`config.mk`:
```
export PLATFORM = sky130hd
export DESIGN_NAME = timer_capture
export DESIGN_NICKNAME = d
export VERILOG_FILES = /design/src/design/timer_pkg.sv /design/src/design/cap_bank_if.sv /design/src/design/capture_timebase.sv /design/src/design/capture_channel.sv /design/src/design/capture_snapshot.sv /design/src/design/timer_capture.sv
export SDC_FILE = /design/constraint.sdc
export NUM_CORES = 1
export LEC_CHECK = 0
export ABC_AREA = 0
export BUFFER_PORTS_ARGS = -buffer_cell sky130_fd_sc_hd__buf_2
export CAP_MARGIN = 20
export CORE_MARGIN = 1
export CORE_UTILIZATION = 30
export CTS_CLUSTER_DIAMETER = 200
export DETAILED_ROUTE_END_ITERATION = 8
export GPL_ROUTABILITY_DRIVEN = 0
export PLACE_DENSITY_LB_ADDON = 0.05
export SLEW_MARGIN = 15
export SYNTH_ARGS = -nofsm -noshare
export SYNTH_HDL_FRONTEND = slang
export SYNTH_HIERARCHICAL = 1
export SYNTH_SLANG_ARGS = --single-unit
export TNS_END_PERCENT = 1
```
`constraint.sdc`:
```
create_clock -name i_clk -period 2.8 [get_ports i_clk]
set_clock_uncertainty 0.2 [all_clocks]
set_input_delay 0.56 -clock i_clk [delete_from_list [all_inputs] [get_ports i_clk]]
set_output_delay 0.56 -clock i_clk [all_outputs]
set_load 0.005 [all_outputs]
```
`src/design/timer_pkg.sv`:
```
`default_nettype none

package timer_pkg;

    // edge select for start, stop and capture sources.
    typedef enum logic [1:0] {
        EDGE_RISE = 2'b00, // low to high.
        EDGE_FALL = 2'b01, // high to low.
        EDGE_NONE = 2'b10, // never fires.
        EDGE_BOTH = 2'b11  // any change.
    } edge_sel_t;

    // source select codes.
    // code 2 .. 2+INNER_NUM-1 picks inner input (code-2), anything above reads zero.
    localparam int SRC_EXT_A = 0;
    localparam int SRC_EXT_B = 1;

    // capture slots per channel, filled in rotation.
    localparam int CAP_SLOTS = 3;

    // slot pointer, counts 0..CAP_SLOTS-1.
    typedef logic [1:0] slot_idx_t;

endpackage

`default_nettype wire

```
`src/design/cap_bank_if.sv`:
```
`timescale 1ns/1ns
`default_nettype none

// one channel's capture slots and status, read by the snapshot block.
interface cap_bank_if #(
    parameter int COUNT_WIDTH = 32
) ();
    import timer_pkg::*;

    logic [COUNT_WIDTH-1:0] cap0;   // slot 0.
    logic [COUNT_WIDTH-1:0] cap1;   // slot 1.
    logic [COUNT_WIDTH-1:0] cap2;   // slot 2.
    logic [CAP_SLOTS-1:0]   status; // one bit per slot, set on capture.

    modport producer (
        output cap0,
        output cap1,
        output cap2,
        output status
    );

    modport consumer (
        input cap0,
        input cap1,
        input cap2,
        input status
    );

endinterface

`default_nettype wire

```
`src/design/capture_timebase.sv`:
```
`timescale 1ns/1ns
`default_nettype none

module capture_timebase #(
    parameter int COUNT_WIDTH = 32,
    parameter int INNER_NUM   = 4,
    localparam int SEL_WIDTH  = $clog2(INNER_NUM + 2)
) (
    input  wire                      i_clk,
    input  wire                      i_rst_n,
    input  wire                      i_enable,
    input  wire                      i_ext_a,
    input  wire                      i_ext_b,
    input  wire  [INNER_NUM-1:0]     i_inner_din,
    input  wire  [SEL_WIDTH-1:0]     i_src_sel_start,
    input  wire  [SEL_WIDTH-1:0]     i_src_sel_stop,
    input  timer_pkg::edge_sel_t     i_edge_start,
    input  timer_pkg::edge_sel_t     i_edge_stop,
    output logic                     o_run,
    output logic [COUNT_WIDTH-1:0]   o_count
);
    import timer_pkg::*;

    logic       start_src;
    logic       stop_src;
    logic [1:0] start_sync; // [0] is d1, [1] is d2.
    logic [1:0] stop_sync;
    logic       start_hit;
    logic       stop_hit;

    // source mux, out-of-range codes read zero.
    function automatic logic pick_src(input logic [SEL_WIDTH-1:0] sel);
        logic bit_v;
        bit_v = 1'b0;
        if (int'(sel) == SRC_EXT_A) begin
            bit_v = i_ext_a;
        end else if (int'(sel) == SRC_EXT_B) begin
            bit_v = i_ext_b;
        end else begin
            for (int i = 0; i < INNER_NUM; i++) begin
                if (int'(sel) == i + 2) begin
                    bit_v = i_inner_din[i];
                end
            end
        end
        return bit_v;
    endfunction

    function automatic logic edge_hit(input edge_sel_t mode, input logic d1, input logic d2);
        logic hit;
        case (mode)
            EDGE_RISE: hit = d1 & ~d2;
            EDGE_FALL: hit = ~d1 & d2;
            EDGE_BOTH: hit = d1 ^ d2;
            default:   hit = 1'b0; // EDGE_NONE.
        endcase
        return hit;
    endfunction

    always_comb begin
        start_src = pick_src(i_src_sel_start);
        stop_src  = pick_src(i_src_sel_stop);
    end

    // two-stage history of each selected source.
    always_ff @(posedge i_clk or negedge i_rst_n) begin
        if (!i_rst_n) begin
            start_sync <= 2'b00;
            stop_sync  <= 2'b00;
        end else if (!i_enable) begin
            start_sync <= 2'b00;
            stop_sync  <= 2'b00;
        end else begin
            start_sync <= {start_sync[0], start_src};
            stop_sync  <= {stop_sync[0], stop_src};
        end
    end

    // each source decoded with its own edge field.
    assign start_hit = edge_hit(i_edge_start, start_sync[0], start_sync[1]);
    assign stop_hit  = edge_hit(i_edge_stop, stop_sync[0], stop_sync[1]);

    // run flag.
    always_ff @(posedge i_clk or negedge i_rst_n) begin
        if (!i_rst_n) begin
            o_run <= 1'b0;
        end else if (!i_enable) begin
            o_run <= 1'b0;
        end else if (stop_hit) begin
            o_run <= 1'b0; // stop beats a same-cycle start.
        end else if (start_hit) begin
            o_run <= 1'b1;
        end
    end

    // free-running counter, wraps to zero after all ones.
    always_ff @(posedge i_clk or negedge i_rst_n) begin
        if (!i_rst_n) begin
            o_count <= '0;
        end else if (!i_enable) begin
            o_count <= '0;
        end else if (o_run) begin
            o_count <= o_count + 1'b1;
        end
    end

    // disabling the timer halts it on the very next edge.
    a_run_off_when_disabled: assert property (
        @(posedge i_clk) disable iff (!i_rst_n)
        !$past(i_enable) |-> !o_run
    ) else $error("run still high after enable was low");

endmodule

`default_nettype wire

```
`src/design/capture_channel.sv`:
```
`timescale 1ns/1ns
`default_nettype none

module capture_channel #(
    parameter int COUNT_WIDTH = 32,
    parameter int INNER_NUM   = 4,
    localparam int SEL_WIDTH  = $clog2(INNER_NUM + 2)
) (
    input  wire                            i_clk,
    input  wire                            i_rst_n,
    input  wire                            i_enable,
    input  wire                            i_run,
    input  wire  [COUNT_WIDTH-1:0]         i_count,
    input  wire                            i_ext_a,
    input  wire                            i_ext_b,
    input  wire  [INNER_NUM-1:0]           i_inner_din,
    input  wire  [SEL_WIDTH-1:0]           i_src_sel,
    input  timer_pkg::edge_sel_t           i_edge,
    input  wire  [timer_pkg::CAP_SLOTS-1:0] i_overflow_ctrl, // 1 overwrites, 0 keeps.
    input  wire  [timer_pkg::CAP_SLOTS-1:0] i_read_flag,
    cap_bank_if.producer                   o_bank
);
    import timer_pkg::*;

    logic                                  src_bit;
    logic [1:0]                            src_sync; // [0] is d1, [1] is d2.
    logic                                  edge_det;
    logic                                  cap_hit;
    slot_idx_t                             ptr_q;
    logic [CAP_SLOTS-1:0]                  status_q;
    logic [CAP_SLOTS-1:0][COUNT_WIDTH-1:0] slot_q;
    logic [CAP_SLOTS-1:0]                  rd_q;
    logic [CAP_SLOTS-1:0]                  rd_rise;
    logic [CAP_SLOTS-1:0]                  set_bit;

    always_comb begin
        src_bit = 1'b0;
        if (int'(i_src_sel) == SRC_EXT_A) begin
            src_bit = i_ext_a;
        end else if (int'(i_src_sel) == SRC_EXT_B) begin
            src_bit = i_ext_b;
        end else begin
            for (int i = 0; i < INNER_NUM; i++) begin
                if (int'(i_src_sel) == i + 2) begin
                    src_bit = i_inner_din[i];
                end
            end
        end
    end

    always_comb begin
        case (i_edge)
            EDGE_RISE: edge_det = src_sync[0] & ~src_sync[1];
            EDGE_FALL: edge_det = ~src_sync[0] & src_sync[1];
            EDGE_BOTH: edge_det = src_sync[0] ^ src_sync[1];
            default:   edge_det = 1'b0;
        endcase
    end

    assign cap_hit = edge_det & i_run;  // only while the counter runs.
    assign rd_rise = i_read_flag & ~rd_q;
    assign set_bit = cap_hit ? (CAP_SLOTS'(1) << ptr_q) : '0;

    always_ff @(posedge i_clk or negedge i_rst_n) begin
        if (!i_rst_n) begin
            src_sync <= 2'b00;
            rd_q     <= '0;
            ptr_q    <= '0;
            status_q <= '0;
            slot_q   <= '0;
        end else if (!i_enable) begin
            src_sync <= 2'b00;
            rd_q     <= '0;
            ptr_q    <= '0;
            status_q <= '0;
            slot_q   <= '0;
        end else begin
            src_sync <= {src_sync[0], src_bit};
            rd_q     <= i_read_flag;
            // a capture on the slot wins over its read clear.
            status_q <= (status_q & ~rd_rise) | set_bit;
            if (cap_hit) begin
                if (!status_q[ptr_q] || i_overflow_ctrl[ptr_q]) begin
                    slot_q[ptr_q] <= i_count;
                end
                ptr_q <= (int'(ptr_q) == CAP_SLOTS - 1) ? '0 : ptr_q + 1'b1;
            end
        end
    end

    assign o_bank.cap0   = slot_q[0];
    assign o_bank.cap1   = slot_q[1];
    assign o_bank.cap2   = slot_q[2];
    assign o_bank.status = status_q;

    a_ptr_range: assert property (
        @(posedge i_clk) disable iff (!i_rst_n)
        ptr_q < slot_idx_t'(CAP_SLOTS)
    ) else $error("slot pointer out of range");

    // slots move only on a qualified edge, or when cleared by disable.
    a_slot_on_edge: assert property (
        @(posedge i_clk) disable iff (!i_rst_n)
        $changed(slot_q) |-> ($past(cap_hit) || !$past(i_enable))
    ) else $error("capture slot changed without an edge");

endmodule

`default_nettype wire

```
`src/design/capture_snapshot.sv`:
```
`timescale 1ns/1ns
`default_nettype none

module capture_snapshot #(
    parameter int COUNT_WIDTH = 32,
    parameter int CHANNELS    = 2
) (
    input  wire                           i_clk,
    input  wire                           i_rst_n,
    input  wire  [COUNT_WIDTH-1:0]        i_count,
    input  wire  [1:0]                    i_ctrl_snap, // [0] shadow, [1] capture and status.
    cap_bank_if.consumer                  banks [CHANNELS],
    output logic [COUNT_WIDTH-1:0]        o_shadow,
    output logic [CHANNELS-1:0][timer_pkg::CAP_SLOTS-1:0][COUNT_WIDTH-1:0] o_capture,
    output logic [CHANNELS-1:0][timer_pkg::CAP_SLOTS-1:0] o_status,
    output logic [CHANNELS:0]             o_int        // top bit is counter overflow.
);
    import timer_pkg::*;

    logic [CHANNELS-1:0][CAP_SLOTS-1:0][COUNT_WIDTH-1:0] bank_cap;
    logic [CHANNELS-1:0][CAP_SLOTS-1:0]                  bank_status;
    logic [CHANNELS-1:0]                                 full_now;
    logic [CHANNELS-1:0]                                 full_q;
    logic                                                wrap_q;
    logic [1:0]                                          snap_q;
    logic [1:0]                                          snap_tgl;

    // flatten the bank array so the registers below can take it whole.
    for (genvar c = 0; c < CHANNELS; c++) begin : g_bank
        assign bank_cap[c]    = {banks[c].cap2, banks[c].cap1, banks[c].cap0};
        assign bank_status[c] = banks[c].status;
        assign full_now[c]    = &banks[c].status;
    end

    assign snap_tgl = i_ctrl_snap ^ snap_q; // either edge of a control bit.

    always_ff @(posedge i_clk or negedge i_rst_n) begin
        if (!i_rst_n) begin
            snap_q <= 2'b00;
            full_q <= '0;
            wrap_q <= 1'b0;
        end else begin
            snap_q <= i_ctrl_snap;
            full_q <= full_now;
            wrap_q <= &i_count;  // counter sat at all ones.
        end
    end

    // output copies keep their value while the timer is disabled.
    always_ff @(posedge i_clk or negedge i_rst_n) begin
        if (!i_rst_n) begin
            o_shadow  <= '0;
            o_capture <= '0;
            o_status  <= '0;
        end else begin
            if (snap_tgl[0]) begin
                o_shadow <= i_count;
            end
            if (snap_tgl[1]) begin
                o_capture <= bank_cap;
                o_status  <= bank_status;
            end
        end
    end

    // pulses come from the history flops, so they sit in the cycle right after
    // the status fills up or the counter rolls over.
    assign o_int[CHANNELS-1:0] = full_now & ~full_q;
    assign o_int[CHANNELS]     = wrap_q & (i_count == '0);

    a_int_single: assert property (
        @(posedge i_clk) disable iff (!i_rst_n)
        (o_int & $past(o_int)) == '0
    ) else $error("interrupt held high for two cycles");

endmodule

`default_nettype wire

```
`src/design/timer_capture.sv`:
```
`timescale 1ns/1ns
`default_nettype none

module timer_capture #(
    parameter int COUNT_WIDTH = 32,
    parameter int INNER_NUM   = 4,
    parameter int CHANNELS    = 2,
    localparam int SEL_WIDTH  = $clog2(INNER_NUM + 2)
) (
    input  wire                                   i_clk,
    input  wire                                   i_rst_n,
    input  wire                                   i_enable,
    input  wire                                   i_ext_a,
    input  wire                                   i_ext_b,
    input  wire  [INNER_NUM-1:0]                  i_inner_din,
    input  wire  [SEL_WIDTH-1:0]                  i_src_sel_start,
    input  timer_pkg::edge_sel_t                  i_edge_start,
    input  wire  [SEL_WIDTH-1:0]                  i_src_sel_stop,
    input  timer_pkg::edge_sel_t                  i_edge_stop,
    input  wire  [CHANNELS-1:0][SEL_WIDTH-1:0]    i_src_sel_cap,
    input  timer_pkg::edge_sel_t [CHANNELS-1:0]   i_edge_cap,
    input  wire  [CHANNELS-1:0][timer_pkg::CAP_SLOTS-1:0] i_overflow_ctrl,
    input  wire  [CHANNELS-1:0][timer_pkg::CAP_SLOTS-1:0] i_read_flag,
    input  wire  [1:0]                            i_ctrl_snap,
    output logic [COUNT_WIDTH-1:0]                o_shadow,
    output logic [CHANNELS-1:0][timer_pkg::CAP_SLOTS-1:0][COUNT_WIDTH-1:0] o_capture,
    output logic [CHANNELS-1:0][timer_pkg::CAP_SLOTS-1:0] o_status,
    output logic [CHANNELS:0]                     o_int
);

    logic                   run;
    logic [COUNT_WIDTH-1:0] count_value;

    cap_bank_if #(.COUNT_WIDTH(COUNT_WIDTH)) bank_if [CHANNELS] ();

    capture_timebase #(
        .COUNT_WIDTH (COUNT_WIDTH),
        .INNER_NUM   (INNER_NUM)
    ) u_timebase (
        .i_clk           (i_clk),
        .i_rst_n         (i_rst_n),
        .i_enable        (i_enable),
        .i_ext_a         (i_ext_a),
        .i_ext_b         (i_ext_b),
        .i_inner_din     (i_inner_din),
        .i_src_sel_start (i_src_sel_start),
        .i_src_sel_stop  (i_src_sel_stop),
        .i_edge_start    (i_edge_start),
        .i_edge_stop     (i_edge_stop),
        .o_run           (run),
        .o_count         (count_value)
    );

    // identical capture channels, each on its own source and edge.
    for (genvar c = 0; c < CHANNELS; c++) begin : g_chan
        capture_channel #(
            .COUNT_WIDTH (COUNT_WIDTH),
            .INNER_NUM   (INNER_NUM)
        ) u_channel (
            .i_clk           (i_clk),
            .i_rst_n         (i_rst_n),
            .i_enable        (i_enable),
            .i_run           (run),
            .i_count         (count_value),
            .i_ext_a         (i_ext_a),
            .i_ext_b         (i_ext_b),
            .i_inner_din     (i_inner_din),
            .i_src_sel       (i_src_sel_cap[c]),
            .i_edge          (i_edge_cap[c]),
            .i_overflow_ctrl (i_overflow_ctrl[c]),
            .i_read_flag     (i_read_flag[c]),
            .o_bank          (bank_if[c])
        );
    end

    capture_snapshot #(
        .COUNT_WIDTH (COUNT_WIDTH),
        .CHANNELS    (CHANNELS)
    ) u_snapshot (
        .i_clk       (i_clk),
        .i_rst_n     (i_rst_n),
        .i_count     (count_value),
        .i_ctrl_snap (i_ctrl_snap),
        .banks       (bank_if),
        .o_shadow    (o_shadow),
        .o_capture   (o_capture),
        .o_status    (o_status),
        .o_int       (o_int)
    );

endmodule

`default_nettype wire

```
==> summary.txt, run 1 <==
DR WL/cell: 20.3 um
Synthesized area: 20100 sq um
Antenna diode count: 0
Area growth, synth to finish: 23.6%
Clock H-tree levels: 2
Status: complete, but fails checks
Max Used Layer: met4
I/O Pins: 276
DIE AREA: 68000 sq um
Number of global-route vias before repair: 13600
Failing checks: design-rule violations
Die H: 261 um
Top cells by area, synth: dfrtp_1 (60%), mux2i_1 (11%), mux2_2 (7.3%)
Non-Filler Cell Area, Final: 24800 sq um
Critical setup path kind: reg -> out
Top-area cell type share of the netlist area: 60.3%
Overall power: 15.2 mW
Total GRT Usage: 16.8%
Core Region: 66000 sq um
Number of flops mapped to enable cells by yosys: 0
Root buffer cell: clkbuf_16
Library cells used by synthesis: 54
Largest net degree at the start of global routing: 170
Synth async-reset ratio: 100%
# fillers: 6473
Non-filler cells, final: 2779
CTS tree: done
Initial Utilization: 30.5%
R2R cell count: 4
Critical path startpoint: u_timebase/o_count[16]$_DFFE_PN0P_
Pre-antenna DRT Iters: 7
CP Launch Type: flop
WL met1: 26800 um
Slew HR: 38.4%
R2R Setup Slk: 0.36 ns
Clock tree buffer depth: 3
Hold Violations, Final: 0
Peak VDD IR: 0.410 mV
Post-placement cell area: 22800 sq um
RR Endpoint: u_timebase/o_count[19]$_DFFE_PN0P_
Worst EP required: 2.04 ns
Antenna Nets Post-Route: 0
Layout cell share with drive strength beyond 1: 31.1%
Initial antenna violation count: 0
Wire length on met3: 2420 um
Std cell rows: 94
Total negative setup slack: 0 ns
Vias/cell: 4.67
Pwr dens: 611 nW/um^2
Fmax: 0.375 GHz
Pleak: 13.1 nW
Die width: 261 um
DR vias: 13000
Worst Setup EP: o_int[2]
Routed WL: 56400 um
Detailed Place HPWL: 37200 um
Worst EP arrival: 1.90 ns
CP Max Fanout: 11
Final Util: 37.6%
Post-synthesis sequential area ratio: 60.3%
Top_reg_cell synth: dfrtp_1
HP Class: in -> reg
DP Worst Slack: 0.278 ns
CTS Buf Count: 57
Hold slack final: 0.0486 ns
Setup violators final: 0
DRC: 19
Synth Net Count: 1594
Later-pin clock latency in the skew report: 0.61 ns
Most frequent cell after synthesis: dfrtp_1
Global-route wire length before repair: 87100 um
Commonest cells in the netlist: dfrtp_1 (484), nand2_1 (281), mux2i_1 (211)
Yosys reg bits: 484
Final setup margin: 0.136 ns
Fin crit period: 2.66 ns
Clk sink count: 484
Critical path capture point type: output pin
Number of buffers added on ports: 275
Aggregate global routing overflow: 0
Period utilisation layout: 95.1%
Synthesis Warnings: 6
Largest area contributor in the netlist: dfrtp_1
DRT iter0 DRCs: 568
Layout Nets: 1921
Clock transition at path regs: 0.06 ns
R2R Path Start: u_timebase/o_count[4]$_DFFE_PN0P_
Post-Syn Area per Cell: 13.0 sq um
RSZ-0062 raised after global routing: no
Total length of routed met2 wires: 26200 um
Synthesized instance count: 1542
Dpl cells: 2664
Final Slew Violations: 0
Max-cap violations: 0
Measured slew at the worst slew-check pin: 0.924 ns
final cells by class:
type	instances	area (sq um)	area share, %
flip-flops and latches	484	12100	48.8
multi-input cells	946	7440	29.9
repair buffers	353	2220	8.93
clock buffers	86	1710	6.87
well taps	864	1080	4.35
clock inverters	19	180	0.725
inverters	27	101	0.408
placed cells by master, fill, tap and decap left out, drive strengths merged, types with 19 or more instances in the layout:
master	synthesis	final
dfrtp	484	484
buf	47	344
nand2	281	281
mux2	230	230
mux2i	211	211
clkbuf	38	86
nor2	30	30
inv	25	27
a21oi	22	22
nand4	19	19
cells by family after synthesis:
group | after synthesis | share of synthesized area [%]
flip-flops | 484 | 60.3
multiplexers | 445 | 23.8
buffers and inverters | 112 | 3.22
adder cells (fa/ha/maj) | 9 | 0.560
XOR/XNOR | 11 | 0.517
AND/OR/NAND/NOR | 417 | 9.53
AO/OA/AOI/OAI | 64 | 2.06
registers in the layout, summed over array words and instances (netlist names), 6 cells and up:
register / count
u_snapshot/o_capture: 192
g_chan.u_channel/o_bank.cap0: 64
g_chan.u_channel/o_bank.cap1: 64
g_chan.u_channel/o_bank.cap2: 64
u_snapshot/o_shadow: 32
u_timebase/o_count: 32
g_chan.u_channel/o_bank.status: 6
g_chan.u_channel/rd_q: 6
u_snapshot/o_status: 6
per-layer routing:
metal	vias to the layer above	GRT usage, %
met5	-	0
met4	0	3.72
met3	72	3.25
met2	217	26.7
met1	6681	23.5
li1	6014	-
timing repair:
item | CTS | global route
endpoints found under the setup margin | 1 | 1
resized for setup | 5 | 5
endpoints found under the hold margin | 44 | 0
hold buffers | 9 | 0
setup buffers | 1 | 0
pin swaps | 1 | 2
worst min-delay path by stage:
| stage | from | to | slack [ns] | cells past startpoint |
|---|---|---|---|---|
| floorplan | i_rst_n | g_chan[0].u_channel/o_bank.cap0[0]$_DFFE_PN0P_ | 0.06 | 0 |
| global placement | u_snapshot/o_capture[84]$_DFFE_PN0P_ | u_snapshot/o_capture[84]$_DFFE_PN0P_ | 0.26 | 1 |
| detailed placement | u_snapshot/o_capture[111]$_DFFE_PN0P_ | u_snapshot/o_capture[111]$_DFFE_PN0P_ | 0.27 | 1 |
| CTS | i_src_sel_cap[2] | g_chan[0].u_channel/src_sync[0]$_DFF_PN0_ | 0.02 | 3 |
| global route | i_src_sel_stop[2] | u_timebase/stop_sync[0]$_DFF_PN0_ | 0.04 | 3 |
| finish | i_src_sel_start[2] | u_timebase/start_sync[0]$_DFF_PN0_ | 0.05 | 3 |
report_power, final:
| group | switching, mW | internal (mW) |
|---|---|---|
| Clock | 2.98 | 4.45 |
| Combinational | 0.473 | 0.252 |
| Sequential | 0.0128 | 7.02 |
| Total | 3.46 | 11.7 |
worst max-delay path, stage by stage (launching register included):
cell	delay, ns
dfrtp_2	0.50
or3_1	0.42
nor3_2	0.21
buf_2	0.17
Power figures use the tool's default switching activity.
==> run 2: changes to the inputs <==
--- a/config.mk
+++ b/config.mk
@@ -8,7 +8,7 @@
 export ABC_AREA = 0
 export BUFFER_PORTS_ARGS = -buffer_cell sky130_fd_sc_hd__buf_2
 export CAP_MARGIN = 20
-export CORE_MARGIN = 1
+export CORE_MARGIN = 2
 export CORE_UTILIZATION = 30
 export CTS_CLUSTER_DIAMETER = 200
 export DETAILED_ROUTE_END_ITERATION = 8
==> summary.txt, run 2 (synthesis gave the netlist of run 1 again) <==
Global-route wire length before repair: 88100 um (+1.1%)
Slew HR: 51.4% (+13 points)
DR vias: 12900 (-0.77%)
Root buffer cell: clkbuf_16
Critical path capture point type: output pin
Area growth, synth to finish: 23.0%
Routed WL: 56900 um (+0.90%)
Std cell rows: 94 (unchanged)
Antenna diode count: 0 (unchanged)
Most common cell after layout, fill and taps aside: dfrtp_1
DIE AREA: 69100 sq um (+1.5%)
Number of buffers added on ports: 275 (unchanged)
CTS tree: done
Layout cell share with drive strength beyond 1: 30.5% (-0.59 points)
Initial Utilization: 30.4% (-0.054 points)
Die H: 263 um (+0.77%)
DRT iter0 DRCs: 492 (-13%)
DRC: 0 (-19)
Status: finished, final reports clean
CP Launch Type: flop
Max-cap violations: 0 (unchanged)
Fmax: 0.367 GHz (-2.2%)
Pleak: 13.0 nW (-0.58%)
I/O Pins: 276 (unchanged)
Antenna Nets Post-Route: 0 (unchanged)
Hold depth: 3 (unchanged)
Detailed Place HPWL: 37700 um (+1.4%)
Later-pin clock latency in the skew report: 0.60 ns (about the same)
Worst EP arrival: 1.96 ns (+0.06 ns)
Period utilisation layout: 97.3% (+2.1 points)
Largest net degree at the start of global routing: 113 (-34%)
Final Util: 37.4% (-0.25 points)
Overall power: 15.0 mW (-1.5%)
Initial antenna violation count: 0 (unchanged)
CP Max Fanout: 2 (-9)
Clk sink count: 484 (unchanged)
Clock transition at path regs: 0.06 ns (about the same)
Aggregate global routing overflow: 0 (unchanged)
Peak VDD IR: 0.425 mV (+3.8%)
Setup violators final: 0 (unchanged)
Clock tree buffer depth: 3 (unchanged)
Final Slew Violations: 0 (unchanged)
Vias/cell: 4.65 (-0.45%)
Max FFs per register: 192 (unchanged)
Clock H-tree levels: 2 (unchanged)
HP Class: in -> reg
Final setup margin: 0.0762 ns (-0.0601 ns)
Commonest non-fill, non-tap cells in the layout: dfrtp_1 (480), nand2_1 (281), buf_2 (273)
DP Worst Slack: 0.320 ns (+0.0420 ns)
Pwr dens: 605 nW/um^2 (-1.0%)
Reg with most FFs: u_snapshot/o_capture
Core Region: 66100 sq um (+0.18%)
R2R cell count: 4 (unchanged)
CTS Buf Count: 56 (-1.8%)
DR WL/cell: 20.5 um (+1.2%)
Die width: 263 um (+0.77%)
Fin crit period: 2.72 ns (+0.0601 ns)
Layout Nets: 1919 (-0.10%)
Measured slew at the worst slew-check pin: 0.729 ns (-0.195 ns)
Worst EP required: 2.04 ns (about the same)
Pre-antenna DRT Iters: 6 (-1)
Hold Violations, Final: 0 (unchanged)
Total negative setup slack: 0 ns (unchanged)
Total GRT Usage: 16.5% (-0.31 points)
Number of global-route vias before repair: 13700 (+0.43%)
Critical setup path kind: reg -> out
RSZ-0062 raised after global routing: no
run 2: cell types whose count changed in the layout (fill, tap and decap cells not counted):
cell,before,now
clkinv_2,13,8
nor4_4,2,3
clkinvlp_4,1,0
buf_12,17,16
nor4_1,7,9
dfrtp_1,482,480
clkbuf_8,17,12
nor4_2,6,3
dfrtp_2,2,4
clkbuf_1,12,17
inv_6,2,0
run 2: what timing repair did:
item	CTS	global route
setup buffers	0	2
resized for setup	8	3
pin swaps	1	1
hold endpoints to repair	43	0
gates cloned	0	0
setup endpoints to repair	1	1
hold buffers	9	0
run 2: path summary, 6_finish.rpt:
path / from / endpoint / slack, ns
setup reg to reg: u_timebase/o_count[4]$_DFFE_PN0P_ / u_timebase/o_count[19]$_DFFE_PN0P_ / 0.40
hold reg to reg: u_snapshot/o_capture[59]$_DFFE_PN0P_ / u_snapshot/o_capture[59]$_DFFE_PN0P_ / 0.28
hold / removal: i_src_sel_start[2] / u_timebase/start_sync[0]$_DFF_PN0_ / 0.05
min in group asynchronous: i_rst_n / u_snapshot/o_capture[92]$_DFFE_PN0P_ / 0.26
setup / recovery: u_timebase/o_count[29]$_DFFE_PN0P_ / o_int[2] / 0.08
max in group asynchronous: i_rst_n / g_chan[1].u_channel/o_bank.cap1[10]$_DFFE_PN0P_ / 1.26
run 2: per-stage QoR:
step	std cells	instance area, sq um	hold slack (ns)
detailed placement	2662	22800	0.269
global placement	2662	22800	0.263
CTS	2768	24700	0.00834
finish	2770	24700	0.0478
floorplan	1542	20100	0.0644
global route	2770	24700	0.0297
run 2: metal layers:
layer,part of all wire (%),vias to the layer above,track usage (%),wire [um]
li1,-,5988,-,-
met1,46,6619,22.0,26200
met2,48,212,27.2,27100
met3,4.4,65,3.62,2520
met4,1.9,0,3.88,1090
met5,0,-,0,0
run 2: report_power, final:
group | switching (mW) | internal [mW] | total (mW)
Combinational | 0.474 | 0.256 | 0.729
Sequential | 0.0138 | 7.02 | 7.03
Clock | 2.90 | 4.30 | 7.20
run 2: critical path, cell delays in order (launching register included):
cell and delay, ns:
dfrtp_1 0.43, nor4_4 0.32, nand4_1 0.24, nor3_2 0.21, buf_2 0.17
run 2: layout make-up:
cell class / instances / area, sq um
multi-input cells: 946 / 7430
clock buffers: 86 / 1660
repair buffers: 352 / 2200
flip-flops and latches: 484 / 12100
inverters: 27 / 101
well taps: 864 / 1080
fillers: 6529 / 41400
clock inverters: 11 / 130
==> run 3: changes to the inputs <==
--- a/config.mk
+++ b/config.mk
@@ -10,13 +10,11 @@
 export CAP_MARGIN = 20
 export CORE_MARGIN = 2
 export CORE_UTILIZATION = 30
-export CTS_CLUSTER_DIAMETER = 200
 export DETAILED_ROUTE_END_ITERATION = 8
 export GPL_ROUTABILITY_DRIVEN = 0
 export PLACE_DENSITY_LB_ADDON = 0.05
 export SLEW_MARGIN = 15
 export SYNTH_ARGS = -nofsm -noshare
 export SYNTH_HDL_FRONTEND = slang
-export SYNTH_HIERARCHICAL = 1
 export SYNTH_SLANG_ARGS = --single-unit
 export TNS_END_PERCENT = 1
==> summary.txt, run 3 <==
Antenna diode count: 0 (unchanged)
Detailed Place HPWL: 37200 um (-1.5%)
Hold slack final: 0.0428 ns (-0.00494 ns)
Critical path capture point type: output pin
CP Launch Type: flop
Top-area cell type share of the netlist area: 64.4% (+4.2 points)
Worst EP arrival: 1.93 ns (-0.03 ns)
Overall power: 15.3 mW (+2.3%)
Clk pwr share: 49.4% (+1.3 points)
Comb power frac: 4.7% (-0.2 points)
Root buffer cell: clkbuf_16
Number of global-route vias before repair: 12800 (-6.4%)
Routed WL: 56500 um (-0.74%)
Number of buffers added on ports: 275 (unchanged)
Total negative setup slack: 0 ns (unchanged)
R2R Path Start: g_chan[0].u_channel.ptr_q[1]$_DFFE_PN0P_
Later-pin clock latency in the skew report: 0.61 ns (about the same)
DIE AREA: 64700 sq um (-6.4%)
Clock tree buffer depth: 3 (unchanged)
Max Used Layer: met4
HP Class: in -> reg
Largest area contributor in the netlist: dfrtp_1
RSZ-0062 raised after global routing: no
WL met1: 26200 um (+0.31%)
Sequential share of power: 45.9% (-1.1 points)
Total length of routed met2 wires: 26100 um (-3.6%)
Post-synthesis sequential area ratio: 64.4% (+4.2 points)
Std cell rows: 91 (-3.2%)
Hold Violations, Final: 0 (unchanged)
Commonest cells in the netlist: dfrtp_1 (484), mux2_2 (227), o2bb2ai_1 (129)
Synthesized area: 18800 sq um (-6.5%)
Fmax: 0.372 GHz (+1.3%)
CTS Buf Count: 55 (-1.8%)
DRT iter0 DRCs: 608 (+24%)
DR vias: 12200 (-5.5%)
Max-cap violations: 0 (unchanged)
Measured slew at the worst slew-check pin: 0.872 ns (+0.143 ns)
Slew HR: 41.9% (-9.5 points)
Total GRT Usage: 17.6% (+1.2 points)
Synthesis Warnings: 0 (-6)
Setup violators final: 0 (unchanged)
Layout cell share with drive strength beyond 1: 40.3% (+9.8 points)
Area growth, synth to finish: 25.4%
Synth Net Count: 1400 (-12%)
Status: finished, final reports clean
CP Max Fanout: 5 (+3)
Post-Syn Area per Cell: 14.0 sq um (+7.1%)
Worst EP required: 2.04 ns (about the same)
Clk sink count: 484 (unchanged)
Synth async-reset ratio: 100% (unchanged)
DR WL/cell: 22.3 um (+8.5%)
Layout Nets: 1704 (-11%)
Top_reg_cell synth: dfrtp_1
Vias/cell: 4.80 (+3.3%)
Library cells used by synthesis: 47 (-13%)
Final Slew Violations: 0 (unchanged)
Number of flops mapped to enable cells by yosys: 0 (unchanged)
Core Region: 61800 sq um (-6.5%)
Clock H-tree levels: 2 (unchanged)
Reg with most FFs: u_snapshot.o_capture
Wire length on met3: 3170 um (+26%)
Largest net degree at the start of global routing: 80 (-29%)
Global-route wire length before repair: 85700 um (-2.7%)
Synthesized instance count: 1347 (-13%)
Period utilisation layout: 96.0% (-1.2 points)
Switch share: 22.8% (+0.14 points)
Footprint of the multi-input gates: 6310 sq um (-15%)
Pwr dens: 649 nW/um^2 (+7.3%)
Commonest non-fill, non-tap cells in the layout: dfrtp_1 (478), buf_2 (273), mux2_2 (227)
Yosys reg bits: 484 (unchanged)
Pleak: 12.0 nW (-8.0%)
Critical setup path kind: reg -> out
Final Util: 38.1% (+0.72 points)
Top cells by area, synth: dfrtp_1 (64%), mux2_2 (14%), o2bb2ai_1 (6.0%)
Most frequent cell after synthesis: dfrtp_1
Die H: 254 um (-3.2%)
Post-placement cell area: 21500 sq um (-5.6%)
Aggregate global routing overflow: 0 (unchanged)
Max FFs per register: 192 (unchanged)
Antenna Nets Post-Route: 0 (unchanged)
Internal power: 11.8 mW (+2.1%)
# fillers: 5997 (-8.1%)
Critical path startpoint: u_timebase.o_count[3]$_DFFE_PN0P_
CTS tree: done
DRC: 0 (unchanged)
Die width: 254 um (-3.2%)
Clock transition at path regs: 0.06 ns (about the same)
Hold_sp: i_src_sel_start[2]
Pre-antenna DRT Iters: 4 (-2)
I/O Pins: 276 (unchanged)
Non-Filler Cell Area, Final: 23600 sq um (-4.7%)
Peak VDD IR: 0.444 mV (+4.4%)
Initial Utilization: 30.4% (about the same)
Initial antenna violation count: 0 (unchanged)
Fin crit period: 2.69 ns (-0.0350 ns)
Psw: 3.49 mW (+3.0%)
FF/Latch Area: 12100 sq um (about the same)
Most common cell after layout, fill and taps aside: dfrtp_1
-- run 3: changes by cell type in the layout (fill, tap and decap cells not counted), sizes merged, moves of 7 or more --
cell     before  now
a22o          0   32
a32o          0   32
mux2i       211   22
nand2       281   63
nor2         30   80
nor4         15    8
o2bb2ai       0  129
o31ai        13    0
or4          15    1
xor2          7   14
-- run 3: logic make-up after synthesis --
group / share of synthesized area [%]
fa+ha+maj: 0.666
mux: 15.2
buf+inv: 2.46
xor+xnor: 0.885
flops: 64.4
simple gates: 5.85
compound gates: 10.5
-- run 3: final cells by class --
cell class / count / area share (%)
clock inverter: 19 / 1.02
clock buffer: 83 / 7.06
timing repair buffer: 347 / 8.97
inverter: 19 / 0.303
tap: 837 / 4.44
multi-input combinational: 744 / 26.8
sequential: 484 / 51.4
-- run 3: repair_timing --
| item | in CTS | in global routing |
|---|---|---|
| buffers inserted | 2 | 1 |
| resized for setup | 8 | 5 |
| pin swaps | 2 | 2 |
| hold buffers | 9 | 0 |
| endpoints found under the setup margin | 1 | 1 |
| endpoints found under the hold margin | 37 | 0 |
-- run 3: per-layer routing --
metal	GRT usage, %	up-vias
met1	25.1	6368
li1	-	5494
met3	3.65	64
met5	0	-
met2	27.5	245
met4	4.35	0
-- run 3: worst paths after layout --
kind,end,slack [ns],depth (start not counted)
max,o_int[2],0.11,4
min,u_timebase.start_sync[0]$_DFF_PN0_,0.04,3
max reg2reg,g_chan[0].u_channel.o_bank.cap1[30]$_DFFE_PN0P_,0.36,5
min reg2reg,u_snapshot.o_shadow[1]$_DFFE_PN0P_,0.28,2
max in group asynchronous,u_timebase.o_count[5]$_DFFE_PN0P_,1.34,3
min in group asynchronous,u_timebase.start_sync[0]$_DFF_PN0_,0.29,2
-- run 3: per-stage QoR --
step,cells,setup WS [ns]
after detailed placement,2419,0.274
final,2533,0.111
after floorplan,1347,0.461
after global routing,2533,0.00722
after global placement,2419,0.321
after CTS,2532,0.00465
-- run 3: critical path: stages (launching register included) --
cell and delay, ns:
dfrtp_1 0.48, nor4_2 0.27, nand4_1 0.23, nor2_2 0.20, buf_2 0.14
-- run 3: power groups by stage --
stage | logic, mW | registers [mW] | clock network (mW)
floorplan | 0.338 | 7.15 | 0
global placement | 0.736 | 7.15 | 0
detailed placement | 0.737 | 7.15 | 0
CTS | 0.750 | 7.02 | 7.81
global route | 0.802 | 7.02 | 8.08
finish | 0.721 | 7.02 | 7.56
